$ cat src/logic/arp_rx_pkg.sv
`default_nettype none

package arp_rx_pkg;

    // Ethernet and IPv4 address widths
    localparam int mac_w      = 48;
    localparam int eth_type_w = 16;
    localparam int ip_w       = 32;

    // ARP type and length field widths
    localparam int arp_type_w = 16;
    localparam int arp_len_w  = 8;

    // Byte pointer into the ARP header, saturates at the header size
    localparam int arp_ptr_w = 5;
    localparam logic [arp_ptr_w-1:0] arp_hdr_bytes = 5'd28;

    // Only Ethernet hardware addresses and IPv4 protocol addresses are accepted
    localparam logic [arp_len_w-1:0] arp_hlen_eth  = 8'd6;
    localparam logic [arp_len_w-1:0] arp_plen_ipv4 = 8'd4;

    typedef struct packed {
        logic [mac_w-1:0]      dest_mac;
        logic [mac_w-1:0]      src_mac;
        logic [eth_type_w-1:0] eth_type;
    } eth_hdr_t;

    // Fields in wire order, first byte on the wire is the MSB
    typedef struct packed {
        logic [arp_type_w-1:0] htype;
        logic [arp_type_w-1:0] ptype;
        logic [arp_len_w-1:0]  hlen;
        logic [arp_len_w-1:0]  plen;
        logic [arp_type_w-1:0] oper;
        logic [mac_w-1:0]      sha;
        logic [ip_w-1:0]       spa;
        logic [mac_w-1:0]      tha;
        logic [ip_w-1:0]       tpa;
    } arp_hdr_t;

endpackage

`default_nettype wire
$ cat src/logic/arp_beat_if.sv
`timescale 1ns/10ps
`default_nettype none

interface arp_beat_if;

    // Header accepted, restart byte collection
    logic       start;
    // One accepted payload byte
    logic       beat;
    logic [7:0] data;
    logic       last;

    modport ctrl (
        output start,
        output beat,
        output data,
        output last
    );

    modport deser (
        input start,
        input beat,
        input data,
        input last
    );

endinterface

`default_nettype wire

$ cat src/logic/arp_rx_top.sv
`timescale 1ns/10ps
`default_nettype none

module arp_rx_top (
    input  logic                              clk,
    input  logic                              reset,
    // Ethernet header port
    input  logic                              eth_hdr_valid,
    input  logic [arp_rx_pkg::mac_w-1:0]      eth_dest_mac,
    input  logic [arp_rx_pkg::mac_w-1:0]      eth_src_mac,
    input  logic [arp_rx_pkg::eth_type_w-1:0] eth_type,
    output logic                              eth_hdr_ready,
    // Payload byte stream
    input  logic [7:0]                        payload_data,
    input  logic                              payload_valid,
    input  logic                              payload_last,
    output logic                              payload_ready,
    // Decoded frame
    input  logic                              out_ready,
    output logic                              out_valid,
    output logic [arp_rx_pkg::mac_w-1:0]      out_eth_dest_mac,
    output logic [arp_rx_pkg::mac_w-1:0]      out_eth_src_mac,
    output logic [arp_rx_pkg::eth_type_w-1:0] out_eth_type,
    output logic [arp_rx_pkg::arp_type_w-1:0] out_arp_htype,
    output logic [arp_rx_pkg::arp_type_w-1:0] out_arp_ptype,
    output logic [arp_rx_pkg::arp_len_w-1:0]  out_arp_hlen,
    output logic [arp_rx_pkg::arp_len_w-1:0]  out_arp_plen,
    output logic [arp_rx_pkg::arp_type_w-1:0] out_arp_oper,
    output logic [arp_rx_pkg::mac_w-1:0]      out_arp_sha,
    output logic [arp_rx_pkg::ip_w-1:0]       out_arp_spa,
    output logic [arp_rx_pkg::mac_w-1:0]      out_arp_tha,
    output logic [arp_rx_pkg::ip_w-1:0]       out_arp_tpa,
    // Status
    output logic                              busy,
    output logic                              err_invalid_hdr,
    output logic                              err_early_term
);

    arp_rx_pkg::eth_hdr_t eth_hdr_in;
    arp_rx_pkg::eth_hdr_t eth_hdr_out;
    arp_rx_pkg::arp_hdr_t arp_hdr_raw;
    arp_rx_pkg::arp_hdr_t arp_hdr_out;
    logic                 frame_end;
    logic                 complete;
    logic                 result_done;

    arp_beat_if beat_bus ();

    assign eth_hdr_in.dest_mac = eth_dest_mac;
    assign eth_hdr_in.src_mac  = eth_src_mac;
    assign eth_hdr_in.eth_type = eth_type;

    arp_rx_ctrl u_ctrl (
        .clk           (clk),
        .reset         (reset),
        .eth_hdr_valid (eth_hdr_valid),
        .eth_hdr_in    (eth_hdr_in),
        .eth_hdr_ready (eth_hdr_ready),
        .payload_data  (payload_data),
        .payload_valid (payload_valid),
        .payload_last  (payload_last),
        .payload_ready (payload_ready),
        .beat_out      (beat_bus),
        .out_valid     (out_valid),
        .result_done   (result_done),
        .eth_hdr_out   (eth_hdr_out),
        .busy          (busy)
    );

    arp_field_deser u_deser (
        .clk       (clk),
        .reset     (reset),
        .beat_in   (beat_bus),
        .frame_end (frame_end),
        .complete  (complete),
        .arp_hdr   (arp_hdr_raw)
    );

    arp_frame_check u_check (
        .clk             (clk),
        .reset           (reset),
        .frame_end       (frame_end),
        .complete        (complete),
        .arp_hdr_in      (arp_hdr_raw),
        .out_ready       (out_ready),
        .out_valid       (out_valid),
        .arp_hdr_out     (arp_hdr_out),
        .err_invalid_hdr (err_invalid_hdr),
        .err_early_term  (err_early_term),
        .result_done     (result_done)
    );

    assign out_eth_dest_mac = eth_hdr_out.dest_mac;
    assign out_eth_src_mac  = eth_hdr_out.src_mac;
    assign out_eth_type     = eth_hdr_out.eth_type;

    assign out_arp_htype = arp_hdr_out.htype;
    assign out_arp_ptype = arp_hdr_out.ptype;
    assign out_arp_hlen  = arp_hdr_out.hlen;
    assign out_arp_plen  = arp_hdr_out.plen;
    assign out_arp_oper  = arp_hdr_out.oper;
    assign out_arp_sha   = arp_hdr_out.sha;
    assign out_arp_spa   = arp_hdr_out.spa;
    assign out_arp_tha   = arp_hdr_out.tha;
    assign out_arp_tpa   = arp_hdr_out.tpa;

endmodule

`default_nettype wire

$ cat src/logic/arp_frame_check.sv
`timescale 1ns/10ps
`default_nettype none

module arp_frame_check (
    input  logic                 clk,
    input  logic                 reset,
    input  logic                 frame_end,
    input  logic                 complete,
    input  arp_rx_pkg::arp_hdr_t arp_hdr_in,
    input  logic                 out_ready,
    output logic                 out_valid,
    output arp_rx_pkg::arp_hdr_t arp_hdr_out,
    output logic                 err_invalid_hdr,
    output logic                 err_early_term,
    output logic                 result_done
);

    logic len_ok;
    logic accept;

    // Ethernet hardware addresses and IPv4 protocol addresses only
    assign len_ok = (arp_hdr_in.hlen == arp_rx_pkg::arp_hlen_eth) &&
                    (arp_hdr_in.plen == arp_rx_pkg::arp_plen_ipv4);

    assign accept = frame_end && complete && len_ok;

    always_ff @(posedge clk) begin
        if (reset) begin
            out_valid       <= 1'b0;
            err_invalid_hdr <= 1'b0;
            err_early_term  <= 1'b0;
            result_done     <= 1'b0;
        end else begin
            result_done     <= frame_end;
            err_early_term  <= frame_end && !complete;
            err_invalid_hdr <= frame_end && complete && !len_ok;
            if (accept) begin
                out_valid <= 1'b1;
            end else if (out_valid && out_ready) begin
                out_valid <= 1'b0;
            end
        end
    end

    // Holding register, only loaded by a good frame
    always_ff @(posedge clk) begin
        if (accept) begin
            arp_hdr_out <= arp_hdr_in;
        end
    end

    a_err_excl: assert property (
        @(posedge clk) disable iff (reset)
        !(err_invalid_hdr && err_early_term)
    );

    a_out_hold: assert property (
        @(posedge clk) disable iff (reset)
        (out_valid && !out_ready) |=> out_valid && $stable(arp_hdr_out)
    );

endmodule

`default_nettype wire

$ cat src/logic/arp_field_deser.sv
`timescale 1ns/10ps
`default_nettype none

module arp_field_deser (
    input  logic                 clk,
    input  logic                 reset,
    arp_beat_if.deser            beat_in,
    output logic                 frame_end,
    output logic                 complete,
    output arp_rx_pkg::arp_hdr_t arp_hdr
);

    logic [arp_rx_pkg::arp_ptr_w-1:0]          ptr_q;
    logic [arp_rx_pkg::arp_hdr_bytes-1:0][7:0] byte_q;
    logic [arp_rx_pkg::arp_ptr_w-1:0]          byte_idx;
    logic                                      ptr_full;
    logic                                      take_byte;

    // All 28 header bytes seen
    assign ptr_full  = (ptr_q == arp_rx_pkg::arp_hdr_bytes);
    assign complete  = ptr_full;
    assign take_byte = beat_in.beat && !ptr_full;

    // First byte on the wire lands in the top slot
    assign byte_idx = arp_rx_pkg::arp_hdr_bytes - 1'b1 - ptr_q;

    assign arp_hdr = byte_q;

    always_ff @(posedge clk) begin
        if (reset) begin
            ptr_q <= '0;
        end else if (beat_in.start) begin
            ptr_q <= '0;
        end else if (take_byte) begin
            ptr_q <= ptr_q + 1'b1;
        end
    end

    always_ff @(posedge clk) begin
        if (reset) begin
            frame_end <= 1'b0;
        end else begin
            frame_end <= beat_in.beat && beat_in.last;
        end
    end

    // Padding beyond byte 28 is dropped
    always_ff @(posedge clk) begin
        if (take_byte) begin
            byte_q[byte_idx] <= beat_in.data;
        end
    end

    a_no_beat_after_last: assert property (
        @(posedge clk) disable iff (reset)
        (beat_in.beat && beat_in.last) |=> !beat_in.beat
    );

endmodule

`default_nettype wire

$ cat src/logic/arp_rx_ctrl.sv
`timescale 1ns/10ps
`default_nettype none

module arp_rx_ctrl (
    input  logic                 clk,
    input  logic                 reset,
    input  logic                 eth_hdr_valid,
    input  arp_rx_pkg::eth_hdr_t eth_hdr_in,
    output logic                 eth_hdr_ready,
    input  logic [7:0]           payload_data,
    input  logic                 payload_valid,
    input  logic                 payload_last,
    output logic                 payload_ready,
    arp_beat_if.ctrl             beat_out,
    input  logic                 out_valid,
    input  logic                 result_done,
    output arp_rx_pkg::eth_hdr_t eth_hdr_out,
    output logic                 busy
);

    typedef enum logic [1:0] {
        st_header,
        st_payload,
        st_wait
    } state_t;

    state_t state_q;
    state_t state_d;
    logic   hdr_fire;
    logic   beat_fire;

    assign hdr_fire  = eth_hdr_valid && eth_hdr_ready;
    assign beat_fire = payload_valid && payload_ready;

    // Accepted beats go straight to the deserializer
    assign beat_out.start = hdr_fire;
    assign beat_out.beat  = beat_fire;
    assign beat_out.data  = payload_data;
    assign beat_out.last  = payload_last;

    assign busy = (state_q == st_payload);

    always_comb begin
        state_d = state_q;
        case (state_q)
            st_header: begin
                if (hdr_fire) begin
                    state_d = st_payload;
                end
            end
            st_payload: begin
                if (beat_fire && payload_last) begin
                    state_d = st_wait;
                end
            end
            st_wait: begin
                // Checker has produced its outcome for this frame
                if (result_done) begin
                    state_d = st_header;
                end
            end
            default: begin
                state_d = st_header;
            end
        endcase
    end

    always_ff @(posedge clk) begin
        if (reset) begin
            state_q       <= st_header;
            eth_hdr_ready <= 1'b1;
            payload_ready <= 1'b0;
        end else begin
            state_q       <= state_d;
            // Header port stays shut while a result waits to be taken
            eth_hdr_ready <= (state_d == st_header) && !out_valid;
            payload_ready <= (state_d == st_payload);
        end
    end

    always_ff @(posedge clk) begin
        if (hdr_fire) begin
            eth_hdr_out <= eth_hdr_in;
        end
    end

    a_ready_excl: assert property (
        @(posedge clk) disable iff (reset)
        !(eth_hdr_ready && payload_ready)
    );

endmodule

`default_nettype wire

$ cat config.mk
export PLATFORM = sky130hd
export DESIGN_NAME = arp_rx_top
export DESIGN_NICKNAME = d
export VERILOG_FILES = /design/src/logic/arp_rx_pkg.sv /design/src/logic/arp_beat_if.sv /design/src/logic/arp_rx_top.sv /design/src/logic/arp_frame_check.sv /design/src/logic/arp_field_deser.sv /design/src/logic/arp_rx_ctrl.sv
export SDC_FILE = /design/constraint.sdc
export NUM_CORES = 1
export LEC_CHECK = 0
export ABC_AREA = 0
export BUFFER_PORTS_ARGS = -buffer_cell sky130_fd_sc_hd__buf_4
export CAP_MARGIN = 0
export CORE_MARGIN = 3
export CORE_UTILIZATION = 45
export CTS_CLUSTER_SIZE = 20
export DETAILED_ROUTE_END_ITERATION = 8
export PLACE_DENSITY = 0.7
export SYNTH_ARGS = -nofsm -noshare
export SYNTH_HDL_FRONTEND = slang
export SYNTH_SLANG_ARGS = --single-unit
$ cat constraint.sdc
create_clock -name clk -period 9.19 [get_ports clk]
set_input_delay 2.757 -clock clk [delete_from_list [all_inputs] [get_ports clk]]
set_output_delay 2.757 -clock clk [all_outputs]
set_load 0.005 [all_outputs]
# ---- Word-level counts from Yosys, hierarchy flattened
# Index checks and enable logic that the tools add are counted.
dict set report classes {
  n_mux 9
  bitwise 0
  n_addsub 2
  multipliers 0
  shift 0
  div 0
  eq_ne 6
  n_lt_le_gt_ge 2
  reduce_logical 19
}
# operator n
set op_table {}
lappend op_table {{bitwise mux 224 bit} 1}
lappend op_table {{demux 8 bit (select 5 bit)} 1}
lappend op_table {{== test 8 x 3 -> 1 bit (second input constant)} 2}
lappend op_table {{logical AND 1 bit} 12}
lappend op_table {{2-to-1 mux 8 bit} 1}
lappend op_table {{< comparator 5 x 6 -> 1 bit (second input constant)} 1}
lappend op_table {{2-to-1 mux 2 bit} 3}
lappend op_table {{case mux 2 bit (3 select lines)} 1}
lappend op_table {{adder 5 x 1 -> 5 bit (second input constant)} 1}
lappend op_table {{== test 5 bit (second input constant)} 1}
lappend op_table {{greater-or-equal comparator 5 x 1 -> 1 bit (second input constant)} 1}
lappend op_table {{subtractor 5 bit (first input constant)} 1}
lappend op_table {{== test 2 x 1 -> 1 bit (second input constant)} 2}
lappend op_table {{zero test 2 bit} 2}
lappend op_table {{zero test 1 bit} 3}
lappend op_table {{== test 2 bit (second input constant)} 1}
lappend op_table {{2-to-1 mux 1 bit} 2}
lappend op_table {{nonzero test 2 bit} 1}
lappend op_table {{OR reduction 2 bit} 1}
dict set report totals {
  ff_bits 574
  mem_bits_ro 0
  mem_count 0
  in_bits 126
  out_inout_bits 342
  ramBits 0
  latchBits 0
}

# ---- Longest topological paths before layout
# Gate-level depths: netlist (run 1).
dict set report depth {
  depth_word 6
  depth_mapped 6
  ltp_nobuf 5
}

# ---- Modules after synthesis
# A second synthesis (run 1) with hierarchy kept.
dict set report unflattened {
  hier_cells 687
  area_unflattened_um2 17807.1
}
# module instances cells_each area_each_um2 seq_area_each_um2
set by_module_without_submodules {}
lappend by_module_without_submodules {arp_field_deser 1 306 7260.7 6846.6}
lappend by_module_without_submodules {arp_frame_check 1 242 6945.4 6806.5}
lappend by_module_without_submodules {arp_rx_ctrl 1 139 3601.0 3443.3}

# ---- Worst setup path before layout (run 1)
# OpenSTA, ideal clock, no wires.
dict set report synth_timing {
  path_kind {register -> register}
  start {register u_deser.ptr_q[0] (netlist name)}
  end {register u_check.arp_hdr_out[0] (netlist name)}
  t_arrival_ns 6.016
  path_slack_ns 2.561
  path_stages_with_launch 6
  synth_period_minus_slack_ns 6.629
  setup_ns 0.614
  t_required_ns 8.576
  cell_sequence {dfxtp_1 -> inv_1 -> ha_1 -> and3_4 -> buf_6 -> and3_1}
}
dict set report synth_via {
  elab_chain_cells 3
}
# item line
set synth_lines {}
lappend synth_lines {{start, declared} arp_field_deser.sv:13} ;# logic [arp_rx_pkg::arp_ptr_w-1:0] ptr_q;
lappend synth_lines {{start signal, assigned} arp_field_deser.sv:35} ;# ptr_q <= ptr_q + 1'b1;
lappend synth_lines {{== test 5 bit} arp_field_deser.sv:20} ;# assign ptr_full = (ptr_q == arp_rx_pkg::arp_hdr_bytes);
lappend synth_lines {{logical AND 1 bit (2 in series)} arp_frame_check.sv:25} ;# assign accept = frame_end && complete && len_ok;
lappend synth_lines {{named net u_check.accept} arp_frame_check.sv:19} ;# logic accept;
# The timed path passes the listed nets, and every way through them passes these cells.
# A chain may end at the register's enable or synchronous reset.

# ---- Worst setup path in the final report (run 1)
dict set report layout_timing {
  start {input port payload_valid}
  end {register u_deser.byte_q, in the netlist u_deser.arp_hdr[8], enable pin}
}
dict set report layout_via {
  elab_chain_cells 2
}
# item line
set layout_lines {}
lappend layout_lines {{start, declared} arp_rx_top.sv:15} ;# input logic payload_valid,
lappend layout_lines {{logical AND 1 bit} arp_rx_ctrl.sv:33} ;# assign beat_fire = payload_valid && payload_ready;
lappend layout_lines {{logical AND 1 bit} arp_field_deser.sv:22} ;# assign take_byte = beat_in.beat && !ptr_full;
lappend layout_lines {{end signal, assigned by index} arp_field_deser.sv:50} ;# byte_q[byte_idx] <= beat_in.data;
lappend layout_lines {{end, declared} arp_field_deser.sv:14} ;# logic [arp_rx_pkg::arp_hdr_bytes-1:0][7:0] byte_q;
# Every way passes these cells.

==> results of run 1 <==
==> Yosys cell counts <==
library cell               instances  area (um^2)
sky130_fd_sc_hd__edfxtp_1        560        16800
sky130_fd_sc_hd__nor2_1           34          128
sky130_fd_sc_hd__dfxtp_1          14          280
sky130_fd_sc_hd__nand3_1          10         50.1
sky130_fd_sc_hd__nand2_1           7         26.3
sky130_fd_sc_hd__ha_1              6         75.1
sky130_fd_sc_hd__a21oi_1           5         25.0
sky130_fd_sc_hd__clkbuf_1          3         11.3
sky130_fd_sc_hd__inv_1             3         11.3
sky130_fd_sc_hd__nor4_1            3         18.8
sky130_fd_sc_hd__nor4b_1           3         26.3
sky130_fd_sc_hd__o21ai_0           3         15.0
sky130_fd_sc_hd__or3_1             3         18.8
sky130_fd_sc_hd__and2_1            2         12.5
sky130_fd_sc_hd__and3_1            2         12.5
sky130_fd_sc_hd__buf_6             2         22.5
sky130_fd_sc_hd__nand2b_1          2         12.5
sky130_fd_sc_hd__nor2b_1           2         12.5
sky130_fd_sc_hd__o31ai_1           2         15.0
sky130_fd_sc_hd__a22o_1            1         8.76
sky130_fd_sc_hd__a31oi_1           1         6.26
sky130_fd_sc_hd__and3_4            1         11.3
sky130_fd_sc_hd__and4_1            1         8.76
sky130_fd_sc_hd__mux2i_1           1         10.0
sky130_fd_sc_hd__nand3b_1          1         7.51
sky130_fd_sc_hd__nor3_1            1         5.00
sky130_fd_sc_hd__nor3b_1           1         7.51
sky130_fd_sc_hd__o21bai_1          1         7.51
sky130_fd_sc_hd__o31a_1            1         8.76
sky130_fd_sc_hd__or2_2             1         6.26
sky130_fd_sc_hd__or4_1             1         7.51
sky130_fd_sc_hd__xnor2_1           1         8.76
sky130_fd_sc_hd__xor2_1            1         8.76
==> state kept, by name (all words and copies together), names as in the netlist <==
| signal | flops |
|---|---|
| u_deser.frame_end | 1 |
| u_ctrl.eth_hdr_ready | 1 |
| u_ctrl.eth_hdr_out | 112 |
| u_check.arp_hdr_out | 224 |
| u_ctrl.state_q | 2 |
| u_check.err_invalid_hdr | 1 |
| u_check.err_early_term | 1 |
| u_deser.ptr_q | 5 |
| u_check.out_valid | 1 |
| u_check.result_done | 1 |
| u_ctrl.payload_ready | 1 |
| u_deser.arp_hdr | 224 |
==> routing by layer <==
metal | global-route usage [%] | vias up | routed length [um]
li1 | - | 3772 | -
met1 | 20.7 | 4189 | 14000
met2 | 35.3 | 381 | 22200
met3 | 6.10 | 60 | 3390
met4 | 5.36 | 0 | 949
met5 | 0 | - | 0
==> final cells by class <==
type	instances	area share, %
clock buffers	65	5.86
clock inverters	32	1.39
inverters	3	0.0478
multi-input cells	98	2.41
flip-flops and latches	574	72.5
well taps	518	2.75
repair buffers	469	15.0
==> worst reg2reg max path, stage by stage, from the launching register on <==
cell                       delay, ns
sky130_fd_sc_hd__edfxtp_1       0.40
sky130_fd_sc_hd__nor4b_1        0.38
sky130_fd_sc_hd__and4_1         0.34
sky130_fd_sc_hd__and3_4         0.81
sky130_fd_sc_hd__buf_12         0.55
==> through the flow <==
| stage | total power, uW | hold WS (ns) | area (um^2) | setup WS, ns | util [%] |
|---|---|---|---|---|---|
| 6_report | 5200 | 0.406 | 23600 | 4.91 | 60.8 |
| 5_1_grt | 5350 | 0.409 | 23600 | 4.80 | 60.8 |
| 4_1_cts | 5250 | 0.408 | 23600 | 4.91 | 60.8 |
| 3_5_place_dp | 3120 | 0.405 | 21900 | 4.27 | 56.4 |
| 3_3_place_gp | 3120 | 0.401 | 21900 | 4.34 | 56.4 |
| 2_1_floorplan | 2990 | 0.400 | 17700 | 2.56 | - |
==> path summary, 6_finish.rpt <==
check / depth (start not counted) / from / slack, ns / end
max reg2reg: 4 / u_deser.arp_hdr[181]$_DFFE_PP_ / 6.04 / u_check.arp_hdr_out[108]$_DFFE_PP_
min reg2reg: 0 / u_deser.arp_hdr[51]$_DFFE_PP_ / 0.41 / u_check.arp_hdr_out[51]$_DFFE_PP_
max: 4 / payload_valid / 4.91 / u_deser.arp_hdr[8]$_DFFE_PP_
min: 0 / u_deser.arp_hdr[51]$_DFFE_PP_ / 0.41 / u_check.arp_hdr_out[51]$_DFFE_PP_
==> power groups by stage <==
stage	combinational (uW)	sequential, uW	clock, uW
final	149	2910	2140
after global routing	159	2910	2280
after CTS	154	2910	2180
after detailed placement	154	2970	0
after global placement	153	2970	0
after floorplan	18.0	2970	0
==> cells by family (layout without fill, tap and decap cells) <==
group                      after synthesis  in the layout  share of synthesized area [%]
AOI/OAI and AO/OA                       14             14                          0.488
xor gates and xnor gates                 2              2                         0.0990
adders and majority gates                6              6                          0.424
buffers and inverters                    8            569                          0.254
DFF                                    574            574                           96.6
muxes                                    1              1                         0.0565
and+or+nand+nor                         75             75                           2.10
==> metrics.json, run 1 <==
{
  "power_and_ir_drop": {
    "power.share.sequential_pct": 55.9,
    "leakagePower_uw": 0.00849,
    "power.share.clock_pct": 41.2,
    "worst_ir_drop_vdd_v": 0.000160,
    "power_density_nw_per_um2": 221,
    "power.net_switching_uw": 993,
    "swShare_pct": 19.1,
    "combPwrFrac_pct": 2.9,
    "cell_internal_pwr_uw": 4210
  },
  "drt": {
    "ant_nets": 0,
    "vias_per_cell": 4.78,
    "detail_route.wl_per_cell_um": 23.1,
    "number_of_vias_in_the_routed_layout": 8402,
    "drt_first_iter_violations": 457,
    "post-route-drc-count": 0,
    "drt_pre_antenna_iters": 4,
    "postRouteWirelength_um": 40600
  },
  "global_routing": {
    "grt_overflow_total": 0,
    "globalRouteTotalUtil_pct": 18.9,
    "grt_pass1_wl_um": 56400,
    "grt_pass1_vias": 8636,
    "antenna_violations_before_repair": 0,
    "grt_start_max_net_pins": 157
  },
  "timing": {
    "period_utilization_pct": 46.5,
    "setup_violations": 0,
    "rsz0062_at_grt": "false",
    "slew_headroom_pct": 36.4,
    "timing.final.hold_violations": 0,
    "worstMarginPinSlew_ns": 0.953,
    "timing.final.max_slew_violations": 0,
    "fin_skew_ns": 0.0200,
    "finalWorstPathRequiredPeriod_ns": 4.28,
    "setup_tns_final_ns": 0,
    "fmax_ghz": 0.234
  },
  "logic_synthesis": {
    "cells_after_synth": 680,
    "syn_nets": 812,
    "synth.lib_cells_used.distinct": 33,
    "synth_sequential_area_ratio_pct": 96.6,
    "yosysWarningCount": 0,
    "synth_seq_cells": 574,
    "mappedNetlistArea_um2": 17700,
    "avgSynthCellArea_um2": 26.0
  },
  "clock_tree": {
    "clock-sinks": 574,
    "worst_setup_hold_path_clk_slew_ns": 0.06,
    "clock_latency_ns": 0.59,
    "cts_post_setup_buffers_inserted": 0,
    "cts_max_level": 2,
    "cts-resized-gates": 0,
    "tritoncts.num_buffers": 53,
    "cts-root-buf": "sky130_fd_sc_hd__clkbuf_16",
    "max-clock-path-buffers": 3,
    "postCtsHoldBufs": 0,
    "cts_tree": "done"
  },
  "setup_path": {
    "worst_path_largest_cell_delay_ns": 0.73,
    "critical_path.top_delay_family": "simple AND/OR/NAND/NOR gates",
    "worst-path-max-fanout": 9,
    "critical_path_start_end_classification": "primary input to flip-flop",
    "timing.critical_path.to_type": "flip-flop",
    "critical_path.slowest_cell": "sky130_fd_sc_hd__nor2_1",
    "worst_ep_required_time_ns": 9.40,
    "buffer_and_inverter_count_on_the_worst_path": 1,
    "timing.critical_path.cells": "buf_4 -> and2_1 -> nand3_1 -> nor2_1",
    "arrival_time_of_data_at_the_critical_path_endpoint_ns": 4.49,
    "cp-start-kind": "primary input"
  },
  "finish": {
    "num-fill-cells": 2724,
    "layout.nets": 1331,
    "commonest_non_fill_non_tap_cell_in_the_layout": "sky130_fd_sc_hd__edfxtp_1",
    "most-common-layout-cells": "560 x sky130_fd_sc_hd__edfxtp_1, 468 x sky130_fd_sc_hd__buf_4, 53 x sky130_fd_sc_hd__clkbuf_16",
    "syn_to_final_growth_pct": 33.1,
    "n_antenna_cell": 0,
    "multi_input_gate_area_um2": 568,
    "seq_area_um2": 17100,
    "layout-drive-gt1-share_pct": 44.2,
    "layoutNonFillerInstCount": 1759
  },
  "floorplan": {
    "core.rowCount": 72,
    "design.die.area_um2": 41800,
    "die_height_um": 204,
    "floorplan.io_pins": 468,
    "start_util_pct": 45.7,
    "chipWidth_um": 204,
    "core_area_um2": 38700
  },
  "min_path": {
    "hold_path.class": "flip-flop to flip-flop"
  },
  "run_status": {
    "run_status": "finished clean"
  },
  "placed_design": {
    "hpwlAfterDp_um": 27200,
    "gp_routability_congestion": 0.806,
    "port_buffers": 467,
    "cell_count_after_placement": 1662
  },
  "flow_run": {
    "max_cap_violations": 0
  }
}
Power figures use the tool's default switching activity.
==> run 2, diff against run 1 <==
--- a/config.mk
+++ b/config.mk
@@ -5,14 +5,14 @@
 export SDC_FILE = /design/constraint.sdc
 export NUM_CORES = 1
 export LEC_CHECK = 0
-export ABC_AREA = 0
+export ABC_AREA = 1
 export BUFFER_PORTS_ARGS = -buffer_cell sky130_fd_sc_hd__buf_4
 export CAP_MARGIN = 0
 export CORE_MARGIN = 3
 export CORE_UTILIZATION = 45
 export CTS_CLUSTER_SIZE = 20
 export DETAILED_ROUTE_END_ITERATION = 8
-export PLACE_DENSITY = 0.7
+export PLACE_DENSITY = 0.73
 export SYNTH_ARGS = -nofsm -noshare
 export SYNTH_HDL_FRONTEND = slang
 export SYNTH_SLANG_ARGS = --single-unit
==> constraint.sdc (replaced) <==
create_clock -name clk -period 3.6 [get_ports clk]
set_input_delay 1.08 -clock clk [delete_from_list [all_inputs] [get_ports clk]]
set_output_delay 1.08 -clock clk [all_outputs]
set_load 0.005 [all_outputs]
==> run 2 against run 1 <==
Effect of this change:
- non-clock buffer count up 5
- global-route usage is 0.24 points lower
- via count is 1.1% higher
- largest power group unchanged
- highest routed layer unchanged
==> metrics.json, run 2 <==
{
  "floorplan": {
    "design.die.area_um2": 41900,
    "floorplan.io_pins": 468,
    "chipWidth_um": 205,
    "core.rowCount": 72,
    "start_util_pct": 45.8,
    "die_height_um": 205,
    "core_area_um2": 38800
  },
  "placed_design": {
    "hpwlAfterDp_um": 27000,
    "port_buffers": 467,
    "gp_routability_congestion": 0.762,
    "dpl_worst_slack_ns": 0.574
  },
  "logic_synthesis": {
    "yosysWarningCount": 0,
    "synth_edf_count": 560,
    "synthArstFlopShare_pct": 0,
    "synth_top_cells_by_area": "sky130_fd_sc_hd__edfxtp_1 95%, sky130_fd_sc_hd__dfxtp_1 1.6%, sky130_fd_sc_hd__nor2_1 1.1%",
    "synth_top_area_share_pct": 94.6,
    "syn_nets": 850,
    "synth_common_cells": "560 x sky130_fd_sc_hd__edfxtp_1, 53 x sky130_fd_sc_hd__nor2_1, 28 x sky130_fd_sc_hd__nand2_1",
    "synthAdderAreaFrac_pct": 0.422,
    "yosys-mux-area-fraction_pct": 0,
    "synth_simple_gate_area_share_pct": 2.52,
    "mappedNetlistArea_um2": 17800,
    "netlist.top_cell.by_area": "sky130_fd_sc_hd__edfxtp_1",
    "synth_seq_cells": 574,
    "cells_after_synth": 718,
    "synth_sequential_area_ratio_pct": 96.2,
    "yosysMostFrequentCell": "sky130_fd_sc_hd__edfxtp_1",
    "avgSynthCellArea_um2": 24.8,
    "synth_xor_area_share_pct": 0.141,
    "synth.lib_cells_used.distinct": 20,
    "synth_top_flop_cell": "sky130_fd_sc_hd__edfxtp_1",
    "synth_compound_area_share_pct": 0.296,
    "largest_family_of_logic_cells_by_synthesized_area": "simple AND/OR/NAND/NOR gates"
  },
  "drt": {
    "postRouteWirelength_um": 40000,
    "number_of_vias_in_the_routed_layout": 8496,
    "vias_per_cell": 4.70,
    "drt_pre_antenna_iters": 4,
    "ant_nets": 0,
    "detail_route.wl_per_cell_um": 22.1,
    "drt_first_iter_violations": 567,
    "post-route-drc-count": 0
  },
  "clock_tree": {
    "clock-sinks": 574,
    "postCtsHoldBufs": 0,
    "cts-root-buf": "sky130_fd_sc_hd__clkbuf_16",
    "cts_post_setup_buffers_inserted": 0,
    "worst_setup_hold_path_clk_slew_ns": 0.06,
    "max-clock-path-buffers": 3,
    "cts_max_level": 2,
    "clock_latency_ns": 0.59,
    "cts_tree": "done",
    "tritoncts.num_buffers": 54,
    "cts-resized-gates": 0
  },
  "run_status": {
    "run_status": "finished clean"
  },
  "finish": {
    "multi_input_gate_area_um2": 644,
    "most-common-layout-cells": "560 x sky130_fd_sc_hd__edfxtp_1, 472 x sky130_fd_sc_hd__buf_4, 54 x sky130_fd_sc_hd__clkbuf_16",
    "seq_area_um2": 17100,
    "layout-drive-gt1-share_pct": 44.7,
    "syn_to_final_growth_pct": 33.4,
    "commonest_non_fill_non_tap_cell_in_the_layout": "sky130_fd_sc_hd__edfxtp_1",
    "layout.nets": 1379,
    "n_antenna_cell": 0,
    "num-fill-cells": 2670
  },
  "timing": {
    "hold_slack_ns": 0.408,
    "worstMarginPinSlew_ns": 0.812,
    "postLayoutSetupSlackWorst_ns": 1.22,
    "slew_headroom_pct": 45.9,
    "setup_violations": 0,
    "finalWorstPathRequiredPeriod_ns": 2.38,
    "timing.final.max_slew_violations": 0,
    "fin_skew_ns": 0.0100,
    "period_utilization_pct": 66.0,
    "fmax_ghz": 0.421,
    "timing.final.hold_violations": 0,
    "rsz0062_at_grt": "false"
  },
  "setup_path": {
    "internal_reg_to_reg_setup_slack_ns": 1.22,
    "arrival_time_of_data_at_the_critical_path_endpoint_ns": 2.59,
    "worst-path-max-fanout": 8,
    "worst_ep_required_time_ns": 3.81,
    "timing.critical_path.to_type": "flip-flop",
    "critical_path_start_end_classification": "flip-flop to flip-flop",
    "cp-start-kind": "flip-flop",
    "timing.rr.start": "u_deser.ptr_q[0]$_SDFFE_PP0P_",
    "r2r_end": "u_deser.arp_hdr[43]$_DFFE_PP_",
    "reg2regPathDepth": 7
  },
  "power_and_ir_drop": {
    "worst_ir_drop_vdd_v": 0.000445,
    "leakagePower_uw": 0.00859,
    "power_density_nw_per_um2": 551
  },
  "global_routing": {
    "grt_pass1_wl_um": 55900,
    "grt_pass1_vias": 8605,
    "grt_overflow_total": 0,
    "globalRouteTotalUtil_pct": 18.7,
    "grt_start_max_net_pins": 127,
    "antenna_violations_before_repair": 0
  },
  "min_path": {
    "hold_path_end": "u_check.arp_hdr_out[175]$_DFFE_PP_",
    "hold_path.class": "flip-flop to flip-flop",
    "cell_depth_of_the_worst_min_delay_path": 0,
    "hold_path_startpoint": "u_deser.arp_hdr[175]$_DFFE_PP_"
  },
  "flow_run": {
    "max_cap_violations": 0
  }
}
run 2: kinds of logic (layout without fill, tap and decap cells):
family,after synthesis,count (layout)
DFF,574,574
and+or+nand+nor,104,104
buffers and inverters,22,592
AOI/OAI and AO/OA,10,10
adders and majority gates,6,6
xor gates and xnor gates,2,2
run 2: how the worst max path moves through the flow:
| stage | slack, ns | startpoint | to |
|---|---|---|---|
| after floorplan | -2.86 | u_deser.arp_hdr[176]$_DFFE_PP_ | u_check.arp_hdr_out[0]$_DFFE_PP_ |
| after global placement | 0.60 | payload_valid | u_deser.arp_hdr[141]$_DFFE_PP_ |
| after detailed placement | 0.57 | payload_valid | u_deser.arp_hdr[43]$_DFFE_PP_ |
| after CTS | 1.13 | u_deser.ptr_q[0]$_SDFFE_PP0P_ | u_deser.arp_hdr[43]$_DFFE_PP_ |
| after global routing | 0.98 | u_deser.ptr_q[0]$_SDFFE_PP0P_ | u_deser.arp_hdr[204]$_DFFE_PP_ |
| final | 1.22 | u_deser.ptr_q[0]$_SDFFE_PP0P_ | u_deser.arp_hdr[43]$_DFFE_PP_ |
run 2: layout make-up:
cell class / instances / area share [%]
sequential: 574 / 72.1
timing repair buffer: 474 / 15.1
clock buffer: 67 / 5.99
tap: 518 / 2.73
multi-input combinational: 122 / 2.72
clock inverter: 30 / 0.976
inverter: 21 / 0.348
run 2: per-stage QoR:
stage | instance area [um^2] | power (uW) | utilization, % | instances | TNS [ns]
finish | 23700 | 13100 | 61.1 | 1806 | 0
global route | 23700 | 13500 | 61.1 | 1806 | 0
CTS | 23700 | 13200 | 61.1 | 1806 | 0
floorplan | 17800 | 7640 | - | 718 | -640.43
global placement | 22100 | 7970 | 56.8 | 1709 | 0
detailed placement | 22100 | 7980 | 56.8 | 1709 | 0
run 2: power breakdown:
group          internal (uW)  switching (uW)  total, uW
sequential              7400            30.8       7430
combinational            189             200        390
clock                   2950            2300       5250
total                  10500            2530      13100
run 2: per-layer routing:
| metal | track usage (%) | share of wire, % |
|---|---|---|
| met1 | 22.4 | 36 |
| met3 | 5.64 | 8.4 |
| met4 | 6.00 | 3.0 |
| met2 | 32.6 | 53 |
| met5 | 0 | 0 |
run 2: worst max-delay path: stages, from the launching register on:
cell	delay, ns
sky130_fd_sc_hd__dfxtp_2	0.38
sky130_fd_sc_hd__inv_2	0.07
sky130_fd_sc_hd__ha_4	0.17
sky130_fd_sc_hd__nand3_4	0.11
sky130_fd_sc_hd__nand2_2	0.11
sky130_fd_sc_hd__inv_2	0.13
sky130_fd_sc_hd__nand2_1	0.38
sky130_fd_sc_hd__nor2_1	0.66
==> run 3, diff against run 2 <==
--- a/config.mk
+++ b/config.mk
@@ -12,7 +12,7 @@
 export CORE_UTILIZATION = 45
 export CTS_CLUSTER_SIZE = 20
 export DETAILED_ROUTE_END_ITERATION = 8
-export PLACE_DENSITY = 0.73
+export PLACE_DENSITY = 0.7
 export SYNTH_ARGS = -nofsm -noshare
 export SYNTH_HDL_FRONTEND = slang
 export SYNTH_SLANG_ARGS = --single-unit
==> constraint.sdc (replaced) <==
create_clock -name clk -period 2.2 [get_ports clk]
set_input_delay 0.66 -clock clk [delete_from_list [all_inputs] [get_ports clk]]
set_output_delay 0.66 -clock clk [all_outputs]
set_load 0.005 [all_outputs]
==> run 3 against run 2 <==
Effect of this change:
- critical endpoint is now u_check.arp_hdr_out[110]$_DFFE_PP_
- sequential power increased by 64%
- critical path type unchanged
- highest routed layer unchanged
- critical path depth unchanged
- first-iteration DRC count decreased by 11%
- wire length increased by 2.5%
- clock skew increased by 0.0059 ns
- clock-buffer cell count decreased by 4
- clock power increased by 65%
==> metrics.json, run 3 (synthesis gave the netlist of run 2 again) <==
{
  "timing": {
    "setup_tns_final_ns": 0,
    "rsz0062_at_grt": "false",
    "timing.final.max_slew_violations": 0,
    "finalWorstPathRequiredPeriod_ns": 1.93,
    "setup_violations": 0,
    "period_utilization_pct": 87.7,
    "fin_skew_ns": 0.0160,
    "worstMarginPinSlew_ns": 0.484,
    "timing.final.hold_violations": 0,
    "fmax_ghz": 0.518,
    "slew_headroom_pct": 67.8
  },
  "run_status": {
    "run_status": "finished clean"
  },
  "clock_tree": {
    "cts_max_level": 2,
    "max-clock-path-buffers": 3,
    "postCtsHoldBufs": 0,
    "cts-root-buf": "sky130_fd_sc_hd__clkbuf_16",
    "worst_setup_hold_path_clk_slew_ns": 0.06,
    "cts-resized-gates": 0,
    "tritoncts.num_buffers": 54,
    "clock-sinks": 574,
    "cts_post_setup_buffers_inserted": 0,
    "cts_tree": "done",
    "clock_latency_ns": 0.59
  },
  "drt": {
    "number_of_vias_in_the_routed_layout": 8698,
    "drt_first_iter_violations": 506,
    "vias_per_cell": 4.70,
    "met1_length_um": 14600,
    "routed-wl-met3_um": 3530,
    "detail_route.wl_per_cell_um": 22.1,
    "highest_routing_layer_actually_used": "met4",
    "met2_length_um": 20900,
    "drt_pre_antenna_iters": 5,
    "postRouteWirelength_um": 41000,
    "ant_nets": 0,
    "post-route-drc-count": 0
  },
  "floorplan": {
    "design.die.area_um2": 41900,
    "core_area_um2": 38800,
    "core.rowCount": 72,
    "start_util_pct": 45.8,
    "die_height_um": 205,
    "chipWidth_um": 205,
    "floorplan.io_pins": 468
  },
  "min_path": {
    "hold_path_end": "u_ctrl.eth_hdr_out[43]$_DFFE_PP_",
    "hold_path_startpoint": "eth_src_mac[27]",
    "cell_depth_of_the_worst_min_delay_path": 1,
    "hold_path.class": "primary input to flip-flop"
  },
  "finish": {
    "n_antenna_cell": 0,
    "num-fill-cells": 2647,
    "layout.nets": 1424,
    "syn_to_final_growth_pct": 35.9,
    "utilization_of_the_core_after_routing_pct": 62.2,
    "most-common-layout-cells": "560 x sky130_fd_sc_hd__edfxtp_1, 509 x sky130_fd_sc_hd__buf_4, 55 x sky130_fd_sc_hd__clkbuf_16",
    "layout-drive-gt1-share_pct": 46.4,
    "commonest_non_fill_non_tap_cell_in_the_layout": "sky130_fd_sc_hd__edfxtp_1"
  },
  "setup_path": {
    "critical_path_start_end_classification": "flip-flop to flip-flop",
    "cp-start-kind": "flip-flop",
    "buffer_and_inverter_count_on_the_worst_path": 2,
    "critical_path.top_delay_family": "simple AND/OR/NAND/NOR gates",
    "worst_ep_required_time_ns": 2.49,
    "timing.critical_path.to_type": "flip-flop",
    "timing.rr.start": "u_deser.arp_hdr[179]$_DFFE_PP_",
    "timing.critical_path.cells": "nor2_1 -> nand2_1 -> nor2_1 -> nand2_1 -> nor3_4 -> buf_12 -> buf_4",
    "worst_path_largest_cell_delay_ns": 0.41,
    "internal_reg_to_reg_setup_slack_ns": 0.27,
    "critical_path.slowest_cell": "sky130_fd_sc_hd__edfxtp_1",
    "reg2regPathDepth": 7,
    "arrival_time_of_data_at_the_critical_path_endpoint_ns": 2.22,
    "r2r_end": "u_check.arp_hdr_out[110]$_DFFE_PP_",
    "worst-path-max-fanout": 29
  },
  "global_routing": {
    "grt_pass1_wl_um": 57500,
    "antenna_violations_before_repair": 0,
    "globalRouteTotalUtil_pct": 19.2,
    "grt_pass1_vias": 8858,
    "grt_overflow_total": 0,
    "grt_start_max_net_pins": 66
  },
  "power_and_ir_drop": {
    "power_density_nw_per_um2": 891,
    "worst_ir_drop_vdd_v": 0.000693,
    "leakagePower_uw": 0.00886
  },
  "placed_design": {
    "hpwlAfterDp_um": 28200,
    "port_buffers": 467,
    "gp_routability_congestion": 0.778
  },
  "flow_run": {
    "max_cap_violations": 0
  }
}
## run 3: worst reg2reg max path, cell delays in order, from the launching register on
cell	delay, ns
sky130_fd_sc_hd__edfxtp_1	0.41
sky130_fd_sc_hd__nor2_1	0.10
sky130_fd_sc_hd__nand2_1	0.06
sky130_fd_sc_hd__nor2_1	0.15
sky130_fd_sc_hd__nand2_1	0.14
sky130_fd_sc_hd__nor3_4	0.24
sky130_fd_sc_hd__buf_12	0.26
sky130_fd_sc_hd__buf_4	0.28
## run 3: final cells by class
class | count | area [um^2] | area share, %
sequential | 574 | 17100 | 70.8
timing repair buffer | 519 | 4020 | 16.6
clock buffer | 63 | 1410 | 5.82
multi-input combinational | 122 | 661 | 2.73
tap | 518 | 648 | 2.68
clock inverter | 32 | 246 | 1.02
inverter | 21 | 82.6 | 0.342
## run 3: worst max path at each step
stage / from / endpoint / slack (ns) / depth (start not counted)
after floorplan: u_deser.arp_hdr[176]$_DFFE_PP_ / u_check.arp_hdr_out[0]$_DFFE_PP_ / -4.26 / 5
after global placement: payload_valid / u_deser.arp_hdr[83]$_DFFE_PP_ / 0.16 / 9
after detailed placement: payload_valid / u_deser.arp_hdr[185]$_DFFE_PP_ / 0.15 / 9
after CTS: u_ctrl.state_q[0]$_SDFF_PP0_ / busy / 0.20 / 3
after global routing: u_deser.arp_hdr[182]$_DFFE_PP_ / u_check.arp_hdr_out[105]$_DFFE_PP_ / 0.10 / 7
final: u_deser.arp_hdr[179]$_DFFE_PP_ / u_check.arp_hdr_out[110]$_DFFE_PP_ / 0.27 / 7
## run 3: power by group
part	internal [uW]	switching [uW]	total [uW]
sequential	12100	52.0	12200
combinational	337	339	676
clock	4910	3770	8680
## run 3: metrics by stage
stage / cells / power (uW) / cell area [um^2] / hold WS [ns] / worst slack, ns
after CTS: 1849 / 21800 / 24200 / 0.203 / 0.199
final: 1849 / 21500 / 24200 / 0.254 / 0.271
after floorplan: 718 / 12500 / 17800 / 0.400 / -4.26
after global routing: 1849 / 22200 / 24200 / 0.218 / 0.105
after global placement: 1754 / 13100 / 22500 / 0.401 / 0.155
after detailed placement: 1754 / 13100 / 22500 / 0.405 / 0.147
## run 3: layer usage
layer	GRT usage (%)	up-vias
met3	5.45	88
met2	33.0	426
li1	-	3940
met1	22.3	4244
met4	9.41	0
met5	0	-
